**config.mk**
```make
export PLATFORM = sky130hd
export DESIGN_NAME = cache_bus_adapter
export DESIGN_NICKNAME = d
export VERILOG_FILES = /design/src/hdl/bus_pkg.sv /design/src/hdl/cache_msg_pkg.sv /design/src/hdl/fifo_buf.sv /design/src/hdl/req_issue.sv /design/src/hdl/rsp_return.sv /design/src/hdl/cache_bus_adapter.sv
export SDC_FILE = /design/constraint.sdc
export NUM_CORES = 1
export LEC_CHECK = 0
export BUFFER_PORTS_ARGS = -buffer_cell sky130_fd_sc_hd__clkbuf_2
export CORE_AREA = 8 8 340 342
export DETAILED_ROUTE_END_ITERATION = 8
export DIE_AREA = 0 0 348 350
export GPL_ROUTABILITY_DRIVEN = 0
export SETUP_SLACK_MARGIN = 0.05
export SLEW_MARGIN = 20
export SYNTH_ARGS = -nofsm -noshare
export SYNTH_HDL_FRONTEND = slang
export SYNTH_SLANG_ARGS = --single-unit
```
**constraint.sdc**
```tcl
create_clock -name clk_i -period 34.1 [get_ports clk_i]
set_input_delay 10.23 -clock clk_i [delete_from_list [all_inputs] [get_ports clk_i]]
set_output_delay 10.23 -clock clk_i [all_outputs]
set_load 0.02 [all_outputs]
```
**src/hdl/bus_pkg.sv**
```systemverilog
/*
 * memory bus definitions
 * widths, source ids and the structs of the split read and write channels
 */
`default_nettype none

package bus_pkg;

  localparam int unsigned AddrWidth    = 32;
  localparam int unsigned DataWidth    = 64;
  localparam int unsigned BytesPerWord = 8;
  localparam int unsigned ByteOffset   = $clog2(BytesPerWord);

  // one id bit names the requesting cache
  typedef logic [0:0] bus_id_t;
  localparam bus_id_t ID_ICACHE = 1'b0;
  localparam bus_id_t ID_DCACHE = 1'b1;

  // number of beats minus one
  typedef logic [1:0] beat_len_t;

  typedef struct packed {
    logic [AddrWidth-1:0] addr;
    beat_len_t            len;
    bus_id_t              id;
  } bus_rd_req_t;

  typedef struct packed {
    logic [DataWidth-1:0] data;
    bus_id_t              id;
    logic                 last;
  } bus_rd_rsp_t;

  typedef struct packed {
    logic [AddrWidth-1:0]    addr;
    logic [DataWidth-1:0]    data;
    logic [BytesPerWord-1:0] be;
    bus_id_t                 id;
  } bus_wr_req_t;

  typedef struct packed {
    bus_id_t id;
  } bus_wr_rsp_t;

endpackage

`default_nettype wire

```
**src/hdl/cache_msg_pkg.sv**
```systemverilog
/*
 * cache message definitions
 * request and return messages exchanged with the instruction and data
 * caches, plus line geometry and adapter buffer depths
 */
`default_nettype none

package cache_msg_pkg;

  // line geometry
  localparam int unsigned LineWords  = 4;
  localparam int unsigned LineWidth  = LineWords * bus_pkg::DataWidth;
  localparam int unsigned LineOffset = $clog2(LineWidth / 8);

  localparam int unsigned TidWidth = 4;
  typedef logic [TidWidth-1:0] tid_t;

  typedef logic [LineWords-1:0][bus_pkg::DataWidth-1:0] line_t;

  // buffer depths
  localparam int unsigned ReqFifoDepth  = 2;
  // outstanding transactions per tid tracker
  localparam int unsigned MetaFifoDepth = 4;

  typedef struct packed {
    logic [bus_pkg::AddrWidth-1:0] paddr;
    logic                          nc;
    tid_t                          tid;
  } icache_req_t;

  typedef enum logic {
    LOAD,
    STORE
  } dcache_req_type_e;

  // size[2] requests a whole line, size[1:0] is the log2 byte count
  typedef struct packed {
    dcache_req_type_e              rtype;
    logic [bus_pkg::AddrWidth-1:0] paddr;
    logic [2:0]                    size;
    logic [bus_pkg::DataWidth-1:0] data;
    tid_t                          tid;
  } dcache_req_t;

  typedef struct packed {
    tid_t  tid;
    line_t line;
  } icache_rtrn_t;

  typedef enum logic {
    LOAD_ACK,
    STORE_ACK
  } dcache_rtrn_type_e;

  typedef struct packed {
    dcache_rtrn_type_e rtype;
    tid_t              tid;
    line_t             line;
  } dcache_rtrn_t;

endpackage

`default_nettype wire

```
**src/hdl/fifo_buf.sv**
```systemverilog
/*
 * synchronous FIFO for any payload type
 * circular buffer with an entry count; the fall-through variant passes
 * the input straight to the output while the buffer is empty
 */
`timescale 1ns/10ps
`default_nettype none

module fifo_buf #(
  parameter type         dtype       = logic,
  parameter int unsigned Depth       = 2,
  parameter bit          FallThrough = 1'b0
) (
  input  logic clk_i,
  input  logic rst_ni,
  input  logic push_i,
  input  dtype data_i,
  input  logic pop_i,
  output dtype data_o,
  output logic full_o,
  output logic empty_o
);

  localparam int unsigned PtrWidth = (Depth > 1) ? $clog2(Depth) : 1;

  dtype                       mem_q [Depth];
  logic [PtrWidth-1:0]        rd_ptr_q, wr_ptr_q;
  logic [$clog2(Depth+1)-1:0] cnt_q;
  logic                       do_push, do_pop, bypass;

  assign full_o  = (cnt_q == Depth);
  assign empty_o = (cnt_q == 0) && !(FallThrough && push_i);
  assign data_o  = (FallThrough && cnt_q == 0) ? data_i : mem_q[rd_ptr_q];

  assign do_push = push_i & ~full_o;
  assign do_pop  = pop_i & ~empty_o;
  // entry that passes straight through never touches the buffer
  assign bypass  = FallThrough && (cnt_q == 0) && do_push && do_pop;

  always_ff @(posedge clk_i) begin : p_ctrl
    if (!rst_ni) begin
      rd_ptr_q <= '0;
      wr_ptr_q <= '0;
      cnt_q    <= '0;
    end else if (!bypass) begin
      if (do_push) begin
        wr_ptr_q <= (wr_ptr_q == PtrWidth'(Depth - 1)) ? '0 : wr_ptr_q + 1'b1;
      end
      if (do_pop) begin
        rd_ptr_q <= (rd_ptr_q == PtrWidth'(Depth - 1)) ? '0 : rd_ptr_q + 1'b1;
      end
      if (do_push && !do_pop) begin
        cnt_q <= cnt_q + 1'b1;
      end else if (!do_push && do_pop) begin
        cnt_q <= cnt_q - 1'b1;
      end
    end
  end

  always_ff @(posedge clk_i) begin : p_mem
    if (do_push && !bypass) begin
      mem_q[wr_ptr_q] <= data_i;
    end
  end

endmodule

`default_nettype wire

```
**src/hdl/req_issue.sv**
```systemverilog
/*
 * request issue stage
 * round-robin arbitration between the two caches with lock-in, decode
 * into bus reads and writes, and tid pushes into the return trackers
 */
`timescale 1ns/10ps
`default_nettype none

module req_issue (
  input  logic                        clk_i,
  input  logic                        rst_ni,
  // request fifo heads
  input  cache_msg_pkg::icache_req_t  icache_head_i,
  input  logic                        icache_avail_i,
  input  cache_msg_pkg::dcache_req_t  dcache_head_i,
  input  logic                        dcache_avail_i,
  // tracker room
  input  logic                        icache_rd_full_i,
  input  logic                        dcache_rd_full_i,
  input  logic                        dcache_wr_full_i,
  output logic                        icache_pop_o,
  output logic                        dcache_pop_o,
  // bus read request
  output logic                        rd_req_o,
  output bus_pkg::bus_rd_req_t        rd_req_data_o,
  input  logic                        rd_gnt_i,
  // bus write request
  output logic                        wr_req_o,
  output bus_pkg::bus_wr_req_t        wr_req_data_o,
  input  logic                        wr_gnt_i,
  // tracker pushes
  output logic                        icache_rd_push_o,
  output logic                        dcache_rd_push_o,
  output logic                        dcache_wr_push_o,
  output cache_msg_pkg::tid_t         push_tid_o
);
  import bus_pkg::*;
  import cache_msg_pkg::*;

  logic [1:0] arb_req;
  bus_id_t    arb_idx, idx_q, prio_q;
  logic       lock_q, sel_vld;
  logic       rd_fire, wr_fire, gnt;

  // aligned accesses only, so the shifted mask never wraps
  function automatic logic [BytesPerWord-1:0] byte_en(input logic [ByteOffset-1:0] off,
                                                      input logic [1:0]            size);
    logic [BytesPerWord-1:0] mask;
    unique case (size)
      2'b00:   mask = 8'h01;
      2'b01:   mask = 8'h03;
      2'b10:   mask = 8'h0f;
      default: mask = 8'hff;
    endcase
    return mask << off;
  endfunction

  //////////////////////////////////////////////////
  // arbiter
  //////////////////////////////////////////////////

  assign arb_req[ID_ICACHE] = icache_avail_i & ~icache_rd_full_i;
  assign arb_req[ID_DCACHE] = dcache_avail_i & ~(dcache_rd_full_i | dcache_wr_full_i);

  // a pending request keeps its source until granted
  always_comb begin : p_arb
    if (lock_q) begin
      arb_idx = idx_q;
    end else if (arb_req[prio_q]) begin
      arb_idx = prio_q;
    end else begin
      arb_idx = ~prio_q;
    end
  end

  assign sel_vld = arb_req[arb_idx];

  always_ff @(posedge clk_i) begin : p_arb_state
    if (!rst_ni) begin
      prio_q <= ID_ICACHE;
      idx_q  <= ID_ICACHE;
      lock_q <= 1'b0;
    end else begin
      idx_q  <= arb_idx;
      lock_q <= sel_vld & ~gnt;
      if (gnt) begin
        prio_q <= ~arb_idx;
      end
    end
  end

  //////////////////////////////////////////////////
  // request decode
  //////////////////////////////////////////////////

  always_comb begin : p_decode
    rd_req_o         = 1'b0;
    wr_req_o         = 1'b0;
    rd_req_data_o.id = arb_idx;

    if (arb_idx == ID_DCACHE) begin
      rd_req_data_o.addr = dcache_head_i.paddr;
      rd_req_data_o.len  = dcache_head_i.size[2] ? beat_len_t'(LineWords - 1) : '0;
    end else begin
      rd_req_data_o.addr = icache_head_i.paddr;
      rd_req_data_o.len  = icache_head_i.nc ? '0 : beat_len_t'(LineWords - 1);
    end

    // line fills start at the line boundary
    if (rd_req_data_o.len != '0) begin
      rd_req_data_o.addr[LineOffset-1:0] = '0;
    end

    if (sel_vld) begin
      if (arb_idx == ID_DCACHE && dcache_head_i.rtype == STORE) begin
        wr_req_o = 1'b1;
      end else begin
        rd_req_o = 1'b1;
      end
    end
  end

  // stores are always single words
  assign wr_req_data_o.addr = dcache_head_i.paddr;
  assign wr_req_data_o.data = dcache_head_i.data;
  assign wr_req_data_o.be   = byte_en(dcache_head_i.paddr[ByteOffset-1:0],
                                      dcache_head_i.size[1:0]);
  assign wr_req_data_o.id   = ID_DCACHE;

  //////////////////////////////////////////////////
  // handoff
  //////////////////////////////////////////////////

  assign rd_fire = rd_req_o & rd_gnt_i;
  assign wr_fire = wr_req_o & wr_gnt_i;
  assign gnt     = rd_fire | wr_fire;

  assign icache_pop_o     = gnt && arb_idx == ID_ICACHE;
  assign dcache_pop_o     = gnt && arb_idx == ID_DCACHE;
  assign icache_rd_push_o = rd_fire && arb_idx == ID_ICACHE;
  assign dcache_rd_push_o = rd_fire && arb_idx == ID_DCACHE;
  assign dcache_wr_push_o = wr_fire;
  assign push_tid_o       = (arb_idx == ID_DCACHE) ? dcache_head_i.tid : icache_head_i.tid;

endmodule

`default_nettype wire

```
**src/hdl/rsp_return.sv**
```systemverilog
/*
 * response return stage
 * tracks outstanding tids per source, buffers write responses, collects
 * read beats into cache lines and returns registered messages to the caches
 */
`timescale 1ns/10ps
`default_nettype none

module rsp_return (
  input  logic                        clk_i,
  input  logic                        rst_ni,
  // tid trackers
  input  logic                        icache_rd_push_i,
  input  logic                        dcache_rd_push_i,
  input  logic                        dcache_wr_push_i,
  input  cache_msg_pkg::tid_t         push_tid_i,
  output logic                        icache_rd_full_o,
  output logic                        dcache_rd_full_o,
  output logic                        dcache_wr_full_o,
  // bus read response
  input  logic                        rd_valid_i,
  input  bus_pkg::bus_rd_rsp_t        rd_rsp_i,
  // bus write response
  input  logic                        wr_valid_i,
  input  bus_pkg::bus_wr_rsp_t        wr_rsp_i,
  output logic                        wr_ready_o,
  // cache returns
  output logic                        icache_rtrn_vld_o,
  output cache_msg_pkg::icache_rtrn_t icache_rtrn_o,
  output logic                        dcache_rtrn_vld_o,
  output cache_msg_pkg::dcache_rtrn_t dcache_rtrn_o
);
  import bus_pkg::*;
  import cache_msg_pkg::*;

  tid_t        icache_rd_tid, dcache_rd_tid, dcache_wr_tid;
  logic        icache_beat, dcache_beat;
  logic        icache_done, dcache_done;
  logic        wr_full, wr_empty, store_ack;

  logic                 icache_first_q, dcache_first_q;
  logic [LineWidth-1:0] icache_shift_q, dcache_shift_q;
  logic                 icache_vld_q, dcache_vld_q;
  tid_t                 icache_tid_q, dcache_tid_q;
  dcache_rtrn_type_e    dcache_type_q;

  // a lone beat lands in word 0, line beats shift in from the top
  function automatic logic [LineWidth-1:0] shift_in(input logic [LineWidth-1:0] line,
                                                    input logic [DataWidth-1:0] word,
                                                    input logic                 single);
    if (single) begin
      return {line[LineWidth-1:DataWidth], word};
    end
    return {word, line[LineWidth-1:DataWidth]};
  endfunction

  //////////////////////////////////////////////////
  // tid trackers and write response buffer
  //////////////////////////////////////////////////

  fifo_buf #(
    .dtype ( tid_t         ),
    .Depth ( MetaFifoDepth )
  ) i_icache_rd_tid (
    .clk_i   ( clk_i            ),
    .rst_ni  ( rst_ni           ),
    .push_i  ( icache_rd_push_i ),
    .data_i  ( push_tid_i       ),
    .pop_i   ( icache_done      ),
    .data_o  ( icache_rd_tid    ),
    .full_o  ( icache_rd_full_o ),
    .empty_o (                  )
  );

  fifo_buf #(
    .dtype ( tid_t         ),
    .Depth ( MetaFifoDepth )
  ) i_dcache_rd_tid (
    .clk_i   ( clk_i            ),
    .rst_ni  ( rst_ni           ),
    .push_i  ( dcache_rd_push_i ),
    .data_i  ( push_tid_i       ),
    .pop_i   ( dcache_done      ),
    .data_o  ( dcache_rd_tid    ),
    .full_o  ( dcache_rd_full_o ),
    .empty_o (                  )
  );

  fifo_buf #(
    .dtype ( tid_t         ),
    .Depth ( MetaFifoDepth )
  ) i_dcache_wr_tid (
    .clk_i   ( clk_i            ),
    .rst_ni  ( rst_ni           ),
    .push_i  ( dcache_wr_push_i ),
    .data_i  ( push_tid_i       ),
    .pop_i   ( store_ack        ),
    .data_o  ( dcache_wr_tid    ),
    .full_o  ( dcache_wr_full_o ),
    .empty_o (                  )
  );

  fifo_buf #(
    .dtype       ( bus_wr_rsp_t  ),
    .Depth       ( MetaFifoDepth ),
    .FallThrough ( 1'b1          )
  ) i_wr_rsp_fifo (
    .clk_i   ( clk_i      ),
    .rst_ni  ( rst_ni     ),
    .push_i  ( wr_valid_i ),
    .data_i  ( wr_rsp_i   ),
    .pop_i   ( store_ack  ),
    .data_o  (            ),
    .full_o  ( wr_full    ),
    .empty_o ( wr_empty   )
  );

  assign wr_ready_o = ~wr_full;

  //////////////////////////////////////////////////
  // response decode
  //////////////////////////////////////////////////

  assign icache_beat = rd_valid_i && rd_rsp_i.id == ID_ICACHE;
  assign dcache_beat = rd_valid_i && rd_rsp_i.id == ID_DCACHE;
  assign icache_done = icache_beat & rd_rsp_i.last;
  assign dcache_done = dcache_beat & rd_rsp_i.last;

  // read beats own the dcache return port, store acks wait a cycle
  assign store_ack = ~wr_empty & ~dcache_beat;

  always_ff @(posedge clk_i) begin : p_ctrl
    if (!rst_ni) begin
      icache_first_q <= 1'b1;
      dcache_first_q <= 1'b1;
      icache_vld_q   <= 1'b0;
      dcache_vld_q   <= 1'b0;
    end else begin
      if (icache_beat) begin
        icache_first_q <= rd_rsp_i.last;
      end
      if (dcache_beat) begin
        dcache_first_q <= rd_rsp_i.last;
      end
      icache_vld_q <= icache_done;
      dcache_vld_q <= dcache_done | store_ack;
    end
  end

  always_ff @(posedge clk_i) begin : p_payload
    if (icache_beat) begin
      icache_shift_q <= shift_in(icache_shift_q, rd_rsp_i.data, icache_first_q & rd_rsp_i.last);
    end
    if (dcache_beat) begin
      dcache_shift_q <= shift_in(dcache_shift_q, rd_rsp_i.data, dcache_first_q & rd_rsp_i.last);
    end
    if (icache_done) begin
      icache_tid_q <= icache_rd_tid;
    end
    if (dcache_done) begin
      dcache_tid_q  <= dcache_rd_tid;
      dcache_type_q <= LOAD_ACK;
    end else if (store_ack) begin
      dcache_tid_q  <= dcache_wr_tid;
      dcache_type_q <= STORE_ACK;
    end
  end

  assign icache_rtrn_vld_o   = icache_vld_q;
  assign icache_rtrn_o.tid   = icache_tid_q;
  assign icache_rtrn_o.line  = icache_shift_q;
  assign dcache_rtrn_vld_o   = dcache_vld_q;
  assign dcache_rtrn_o.rtype = dcache_type_q;
  assign dcache_rtrn_o.tid   = dcache_tid_q;
  assign dcache_rtrn_o.line  = dcache_shift_q;

endmodule

`default_nettype wire

```
**src/hdl/cache_bus_adapter.sv**
```systemverilog
/*
 * cache to memory bus adapter
 * buffers icache and dcache requests, issues them on the split read and
 * write channels and returns line fills, loads and store acks
 */
`timescale 1ns/10ps
`default_nettype none

module cache_bus_adapter (
  input  logic                        clk_i,
  input  logic                        rst_ni,
  // icache
  input  logic                        icache_data_req_i,
  output logic                        icache_data_ack_o,
  input  cache_msg_pkg::icache_req_t  icache_data_i,
  output logic                        icache_rtrn_vld_o,
  output cache_msg_pkg::icache_rtrn_t icache_rtrn_o,
  // dcache
  input  logic                        dcache_data_req_i,
  output logic                        dcache_data_ack_o,
  input  cache_msg_pkg::dcache_req_t  dcache_data_i,
  output logic                        dcache_rtrn_vld_o,
  output cache_msg_pkg::dcache_rtrn_t dcache_rtrn_o,
  // bus read channel
  output logic                        rd_req_o,
  output bus_pkg::bus_rd_req_t        rd_req_data_o,
  input  logic                        rd_gnt_i,
  input  logic                        rd_valid_i,
  input  bus_pkg::bus_rd_rsp_t        rd_rsp_i,
  // bus write channel
  output logic                        wr_req_o,
  output bus_pkg::bus_wr_req_t        wr_req_data_o,
  input  logic                        wr_gnt_i,
  input  logic                        wr_valid_i,
  input  bus_pkg::bus_wr_rsp_t        wr_rsp_i,
  output logic                        wr_ready_o
);
  import cache_msg_pkg::*;

  icache_req_t icache_head;
  dcache_req_t dcache_head;
  logic        icache_full, icache_empty, icache_pop;
  logic        dcache_full, dcache_empty, dcache_pop;
  logic        icache_rd_full, dcache_rd_full, dcache_wr_full;
  logic        icache_rd_push, dcache_rd_push, dcache_wr_push;
  tid_t        push_tid;

  assign icache_data_ack_o = icache_data_req_i & ~icache_full;
  assign dcache_data_ack_o = dcache_data_req_i & ~dcache_full;

  fifo_buf #(
    .dtype ( icache_req_t ),
    .Depth ( ReqFifoDepth )
  ) i_icache_req_fifo (
    .clk_i   ( clk_i             ),
    .rst_ni  ( rst_ni            ),
    .push_i  ( icache_data_ack_o ),
    .data_i  ( icache_data_i     ),
    .pop_i   ( icache_pop        ),
    .data_o  ( icache_head       ),
    .full_o  ( icache_full       ),
    .empty_o ( icache_empty      )
  );

  fifo_buf #(
    .dtype ( dcache_req_t ),
    .Depth ( ReqFifoDepth )
  ) i_dcache_req_fifo (
    .clk_i   ( clk_i             ),
    .rst_ni  ( rst_ni            ),
    .push_i  ( dcache_data_ack_o ),
    .data_i  ( dcache_data_i     ),
    .pop_i   ( dcache_pop        ),
    .data_o  ( dcache_head       ),
    .full_o  ( dcache_full       ),
    .empty_o ( dcache_empty      )
  );

  req_issue i_req_issue (
    .clk_i            ( clk_i          ),
    .rst_ni           ( rst_ni         ),
    .icache_head_i    ( icache_head    ),
    .icache_avail_i   ( ~icache_empty  ),
    .dcache_head_i    ( dcache_head    ),
    .dcache_avail_i   ( ~dcache_empty  ),
    .icache_rd_full_i ( icache_rd_full ),
    .dcache_rd_full_i ( dcache_rd_full ),
    .dcache_wr_full_i ( dcache_wr_full ),
    .icache_pop_o     ( icache_pop     ),
    .dcache_pop_o     ( dcache_pop     ),
    .rd_req_o         ( rd_req_o       ),
    .rd_req_data_o    ( rd_req_data_o  ),
    .rd_gnt_i         ( rd_gnt_i       ),
    .wr_req_o         ( wr_req_o       ),
    .wr_req_data_o    ( wr_req_data_o  ),
    .wr_gnt_i         ( wr_gnt_i       ),
    .icache_rd_push_o ( icache_rd_push ),
    .dcache_rd_push_o ( dcache_rd_push ),
    .dcache_wr_push_o ( dcache_wr_push ),
    .push_tid_o       ( push_tid       )
  );

  rsp_return i_rsp_return (
    .clk_i             ( clk_i             ),
    .rst_ni            ( rst_ni            ),
    .icache_rd_push_i  ( icache_rd_push    ),
    .dcache_rd_push_i  ( dcache_rd_push    ),
    .dcache_wr_push_i  ( dcache_wr_push    ),
    .push_tid_i        ( push_tid          ),
    .icache_rd_full_o  ( icache_rd_full    ),
    .dcache_rd_full_o  ( dcache_rd_full    ),
    .dcache_wr_full_o  ( dcache_wr_full    ),
    .rd_valid_i        ( rd_valid_i        ),
    .rd_rsp_i          ( rd_rsp_i          ),
    .wr_valid_i        ( wr_valid_i        ),
    .wr_rsp_i          ( wr_rsp_i          ),
    .wr_ready_o        ( wr_ready_o        ),
    .icache_rtrn_vld_o ( icache_rtrn_vld_o ),
    .icache_rtrn_o     ( icache_rtrn_o     ),
    .dcache_rtrn_vld_o ( dcache_rtrn_vld_o ),
    .dcache_rtrn_o     ( dcache_rtrn_o     )
  );

endmodule

`default_nettype wire

```
==> impl_metrics.json <==
{
  "ys_ff_latch": 896,
  "crit_path_start_kind": "primary input",
  "start_util_pct": 31.36,
  "reg2reg_from": "i_rsp_return.dcache_first_q",
  "synthCells": 1980,
  "cts_tree": "built",
  "syn_nets": 2221,
  "power_density_mw_per_mm2": 71.96,
  "met2_usage_pct": 28.65,
  "die_w_um": 348,
  "end_kind": "primary output",
  "avgSynthCellArea_um2": 17.43,
  "synth_area_mm2": 0.03451,
  "period_share_pct": 62.25,
  "final.setup.worst_slack_ps": 12870,
  "rsz0062_at_grt": "false",
  "required_ps": 23870,
  "timing.fmax_mhz": 47.11,
  "die_y_um": 350,
  "clockBufferDepth": 3,
  "vias": 20280,
  "peakVddDrop_mv": 0.06044,
  "drv_cap": 0,
  "htreeDepth": 3,
  "switchingPower_w": 0.001002,
  "combPwrFrac_pct": 24.5,
  "antenna_found_initial": 25,
  "r2r_slack_ps": 30330,
  "area_delta_synth_final_pct": 26.18,
  "hold_ws_ps": 462.2,
  "io_buffer_count": 881,
  "power_leakage_nw": 16.48,
  "top_level_ports": 884,
  "arrival_ps": 11000,
  "ys.flop_type": "edfxtp_1",
  "grtUsageMet3_pct": 6.828,
  "startpoint": "icache_data_req_i",
  "outcome": "finished clean",
  "grt_pass1_wl_um": 152400,
  "holdPathStages": 2,
  "cp_max_fo": 4,
  "placed_cell_area_mm2": 0.04067,
  "internal-power_w": 0.002132,
  "fin_total_pwr_w": 0.003134,
  "slowest_delay_ps": 320,
  "worstHoldPathType": "reg -> reg",
  "final.min_clock_period_ps": 21230,
  "drc": 0,
  "ff2ff_path_depth": 5,
  "hold_viol": 0,
  "core_area_mm2": 0.1101,
  "hold-path-endpoint": "i_rsp_return.dcache_type_q",
  "swShare_pct": 31.96,
  "rows": 122,
  "drt_iter0_markers": 1619,
  "r2r-end": "i_rsp_return.dcache_shift_q[62]",
  "slew_headroom_pct": 28.24,
  "numCtsBuffers": 95,
  "die_area_mm2": 0.1218,
  "pwr-share-clk_pct": 30.7,
  "top_usage_layer": "met2",
  "tightest_slew_ps": 1076,
  "nets": 3131,
  "cts_hold_buf": 0,
  "vias_per_cell": 4.559,
  "synth_edf_count": 850,
  "yosys_warnings": 0,
  "gr-usage-met1_pct": 19.89,
  "path_cells": "clkbuf_2, o21ai_0, inv_1, clkbuf_2",
  "worst-setup-path-type": "in -> out",
  "clk_pin_slew_ps": 60,
  "grt_pass1_vias": 20720,
  "wl_um": 109800,
  "dpl.hpwl_um": 82670,
  "grtUsageTotal_pct": 17.20,
  "numClockSinks": 896,
  "setup_viol": 0,
  "grt_max_degree": 157,
  "ys_seq_area_share_pct": 76.62,
  "ant_nets": 0,
  "overflow": 0,
  "fillers": 10270,
  "dp_slack_ps": 12870,
  "cts_resized": 0,
  "slowest_stage": "o21ai_0",
  "avgRoutedWirePerCell_um": 24.68,
  "maxSlewViolCount": 0,
  "ys_types": 56,
  "drive_gt1_share_pct": 43.99,
  "async_flop_share_pct": 0,
  "skew_ps": 43.04,
  "firstDrtPassIters": 5,
  "root_buffer": "clkbuf_16",
  "cts_setup_buffers": 0,
  "design_area_mm2": 0.04355,
  "power_frac_seq_pct": 44.8,
  "crit_path_frequent_cell": "clkbuf_2",
  "clock_latency_ps": 660,
  "min-delay-start": "i_rsp_return.dcache_type_q",
  "finalSetupTns_ps": 0
}
==> per-layer routing <==
metal / part of all wire [%] / vias up
met1: 38 / 10070
met5: 0.083 / -
met4: 3.6 / 14
met3: 10 / 166
li1: - / 9144
met2: 48 / 888
==> Yosys cell counts, types with 15 or more instances <==
cell        n  area, um^2
a21oi_1    27       135.1
and2_1    394        2465
buf_2      15       75.07
clkbuf_1   59       221.5
dfxtp_1    46       920.9
edfxtp_1  850       25520
ha_1       21       262.8
inv_1      29       108.9
mux2_2    232        2613
mux2i_1    51       510.5
nand2_1    45       168.9
nor2_1     46       172.7
o21ai_0    37       185.2
==> registers in the layout, summed over array words and instances (netlist names), 4 cells and up, named ones only <==
| name | cells |
|---|---|
| i_rsp_return.i_dcache_rd_tid.mem_q | 16 |
| i_rsp_return.icache_tid_q | 4 |
| i_rsp_return.i_icache_rd_tid.mem_q | 16 |
| i_rsp_return.i_dcache_wr_tid.mem_q | 16 |
| i_rsp_return.icache_shift_q | 256 |
| i_dcache_req_fifo.mem_q | 208 |
| i_rsp_return.dcache_tid_q | 4 |
| i_icache_req_fifo.mem_q | 74 |
| i_rsp_return.dcache_shift_q | 256 |
==> kinds of logic (layout without fill, tap and decap cells) <==
logic type | after synthesis | after routing | share of synthesized area, %
buffers and inverters | 122 | 1097 | 1.468
flip-flops | 896 | 896 | 76.62
AO/OA/AOI/OAI | 93 | 93 | 1.617
adder cells (fa/ha/maj) | 25 | 25 | 0.9933
multiplexers | 296 | 296 | 9.871
AND/OR/NAND/NOR | 532 | 532 | 9.038
other | 1 | 7 | 0.01087
XOR/XNOR | 15 | 15 | 0.3806
==> worst max-delay path, delay by kind of cell <==
| family | cells | cell delay [ps] |
|---|---|---|
| buffers and inverters | 3 | 440 |
| AO/OA/AOI/OAI | 1 | 320 |
==> through the flow <==
stage / util, % / instances
6_report: 39.57 / 4449
5_1_grt: 39.57 / 4447
4_1_cts: 39.55 / 4443
3_5_place_dp: 36.95 / 4281
3_3_place_gp: 36.95 / 4281
2_1_floorplan: - / 1980
==> final cells by class <==
| type | count | area [um^2] | share of cell area, % |
|---|---|---|---|
| Sequential cell | 896 | 26450 | 60.74 |
| Clock buffer | 119 | 2497 | 5.734 |
| Clock inverter | 43 | 364.1 | 0.8360 |
| Multi-Input combinational cell | 962 | 7637 | 17.54 |
| Tap cell | 1488 | 1862 | 4.275 |
| Timing Repair Buffer | 904 | 4607 | 10.58 |
| Antenna cell | 6 | 15.01 | 0.03448 |
| Inverter | 31 | 117.6 | 0.2701 |
==> worst max-delay path by stage <==
stage,endpoint,slack (ps),cells past startpoint
finish,icache_data_ack_o,12870,4
global route,dcache_data_ack_o,12790,4
CTS,icache_data_ack_o,12860,4
detailed placement,icache_data_ack_o,12870,4
global placement,icache_data_ack_o,12850,4
floorplan,dcache_data_ack_o,13280,2
==> power groups by stage <==
stage / clock network (W) / logic, W / registers (W)
after floorplan: 0 / 0.000459 / 0.00146
after global placement: 0 / 0.000774 / 0.00142
after detailed placement: 0 / 0.000781 / 0.00143
after CTS: 0.000990 / 0.000784 / 0.00140
after global routing: 0.00103 / 0.000834 / 0.00142
final: 0.000963 / 0.000768 / 0.00140
==> cells in the final DEF, fill, tap and decap left out, drive strengths merged, types with 3 or more instances in the layout <==
cell	n
ha	21
mux4	12
diode	6
or3	6
and2	394
nand2	45
a21oi	27
inv	34
mux2	232
clkbuf	1000
a211oi	13
nor2b	9
nor3	8
or3b	3
nand3	4
edfxtp	850
clkinv	38
dfxtp	46
mux2i	52
xnor2	4
xor2	11
fa	4
buf	23
o21ai	37
nor2	46
and3	4
or2	4
Note: power is estimated with default switching activity, not from simulation.
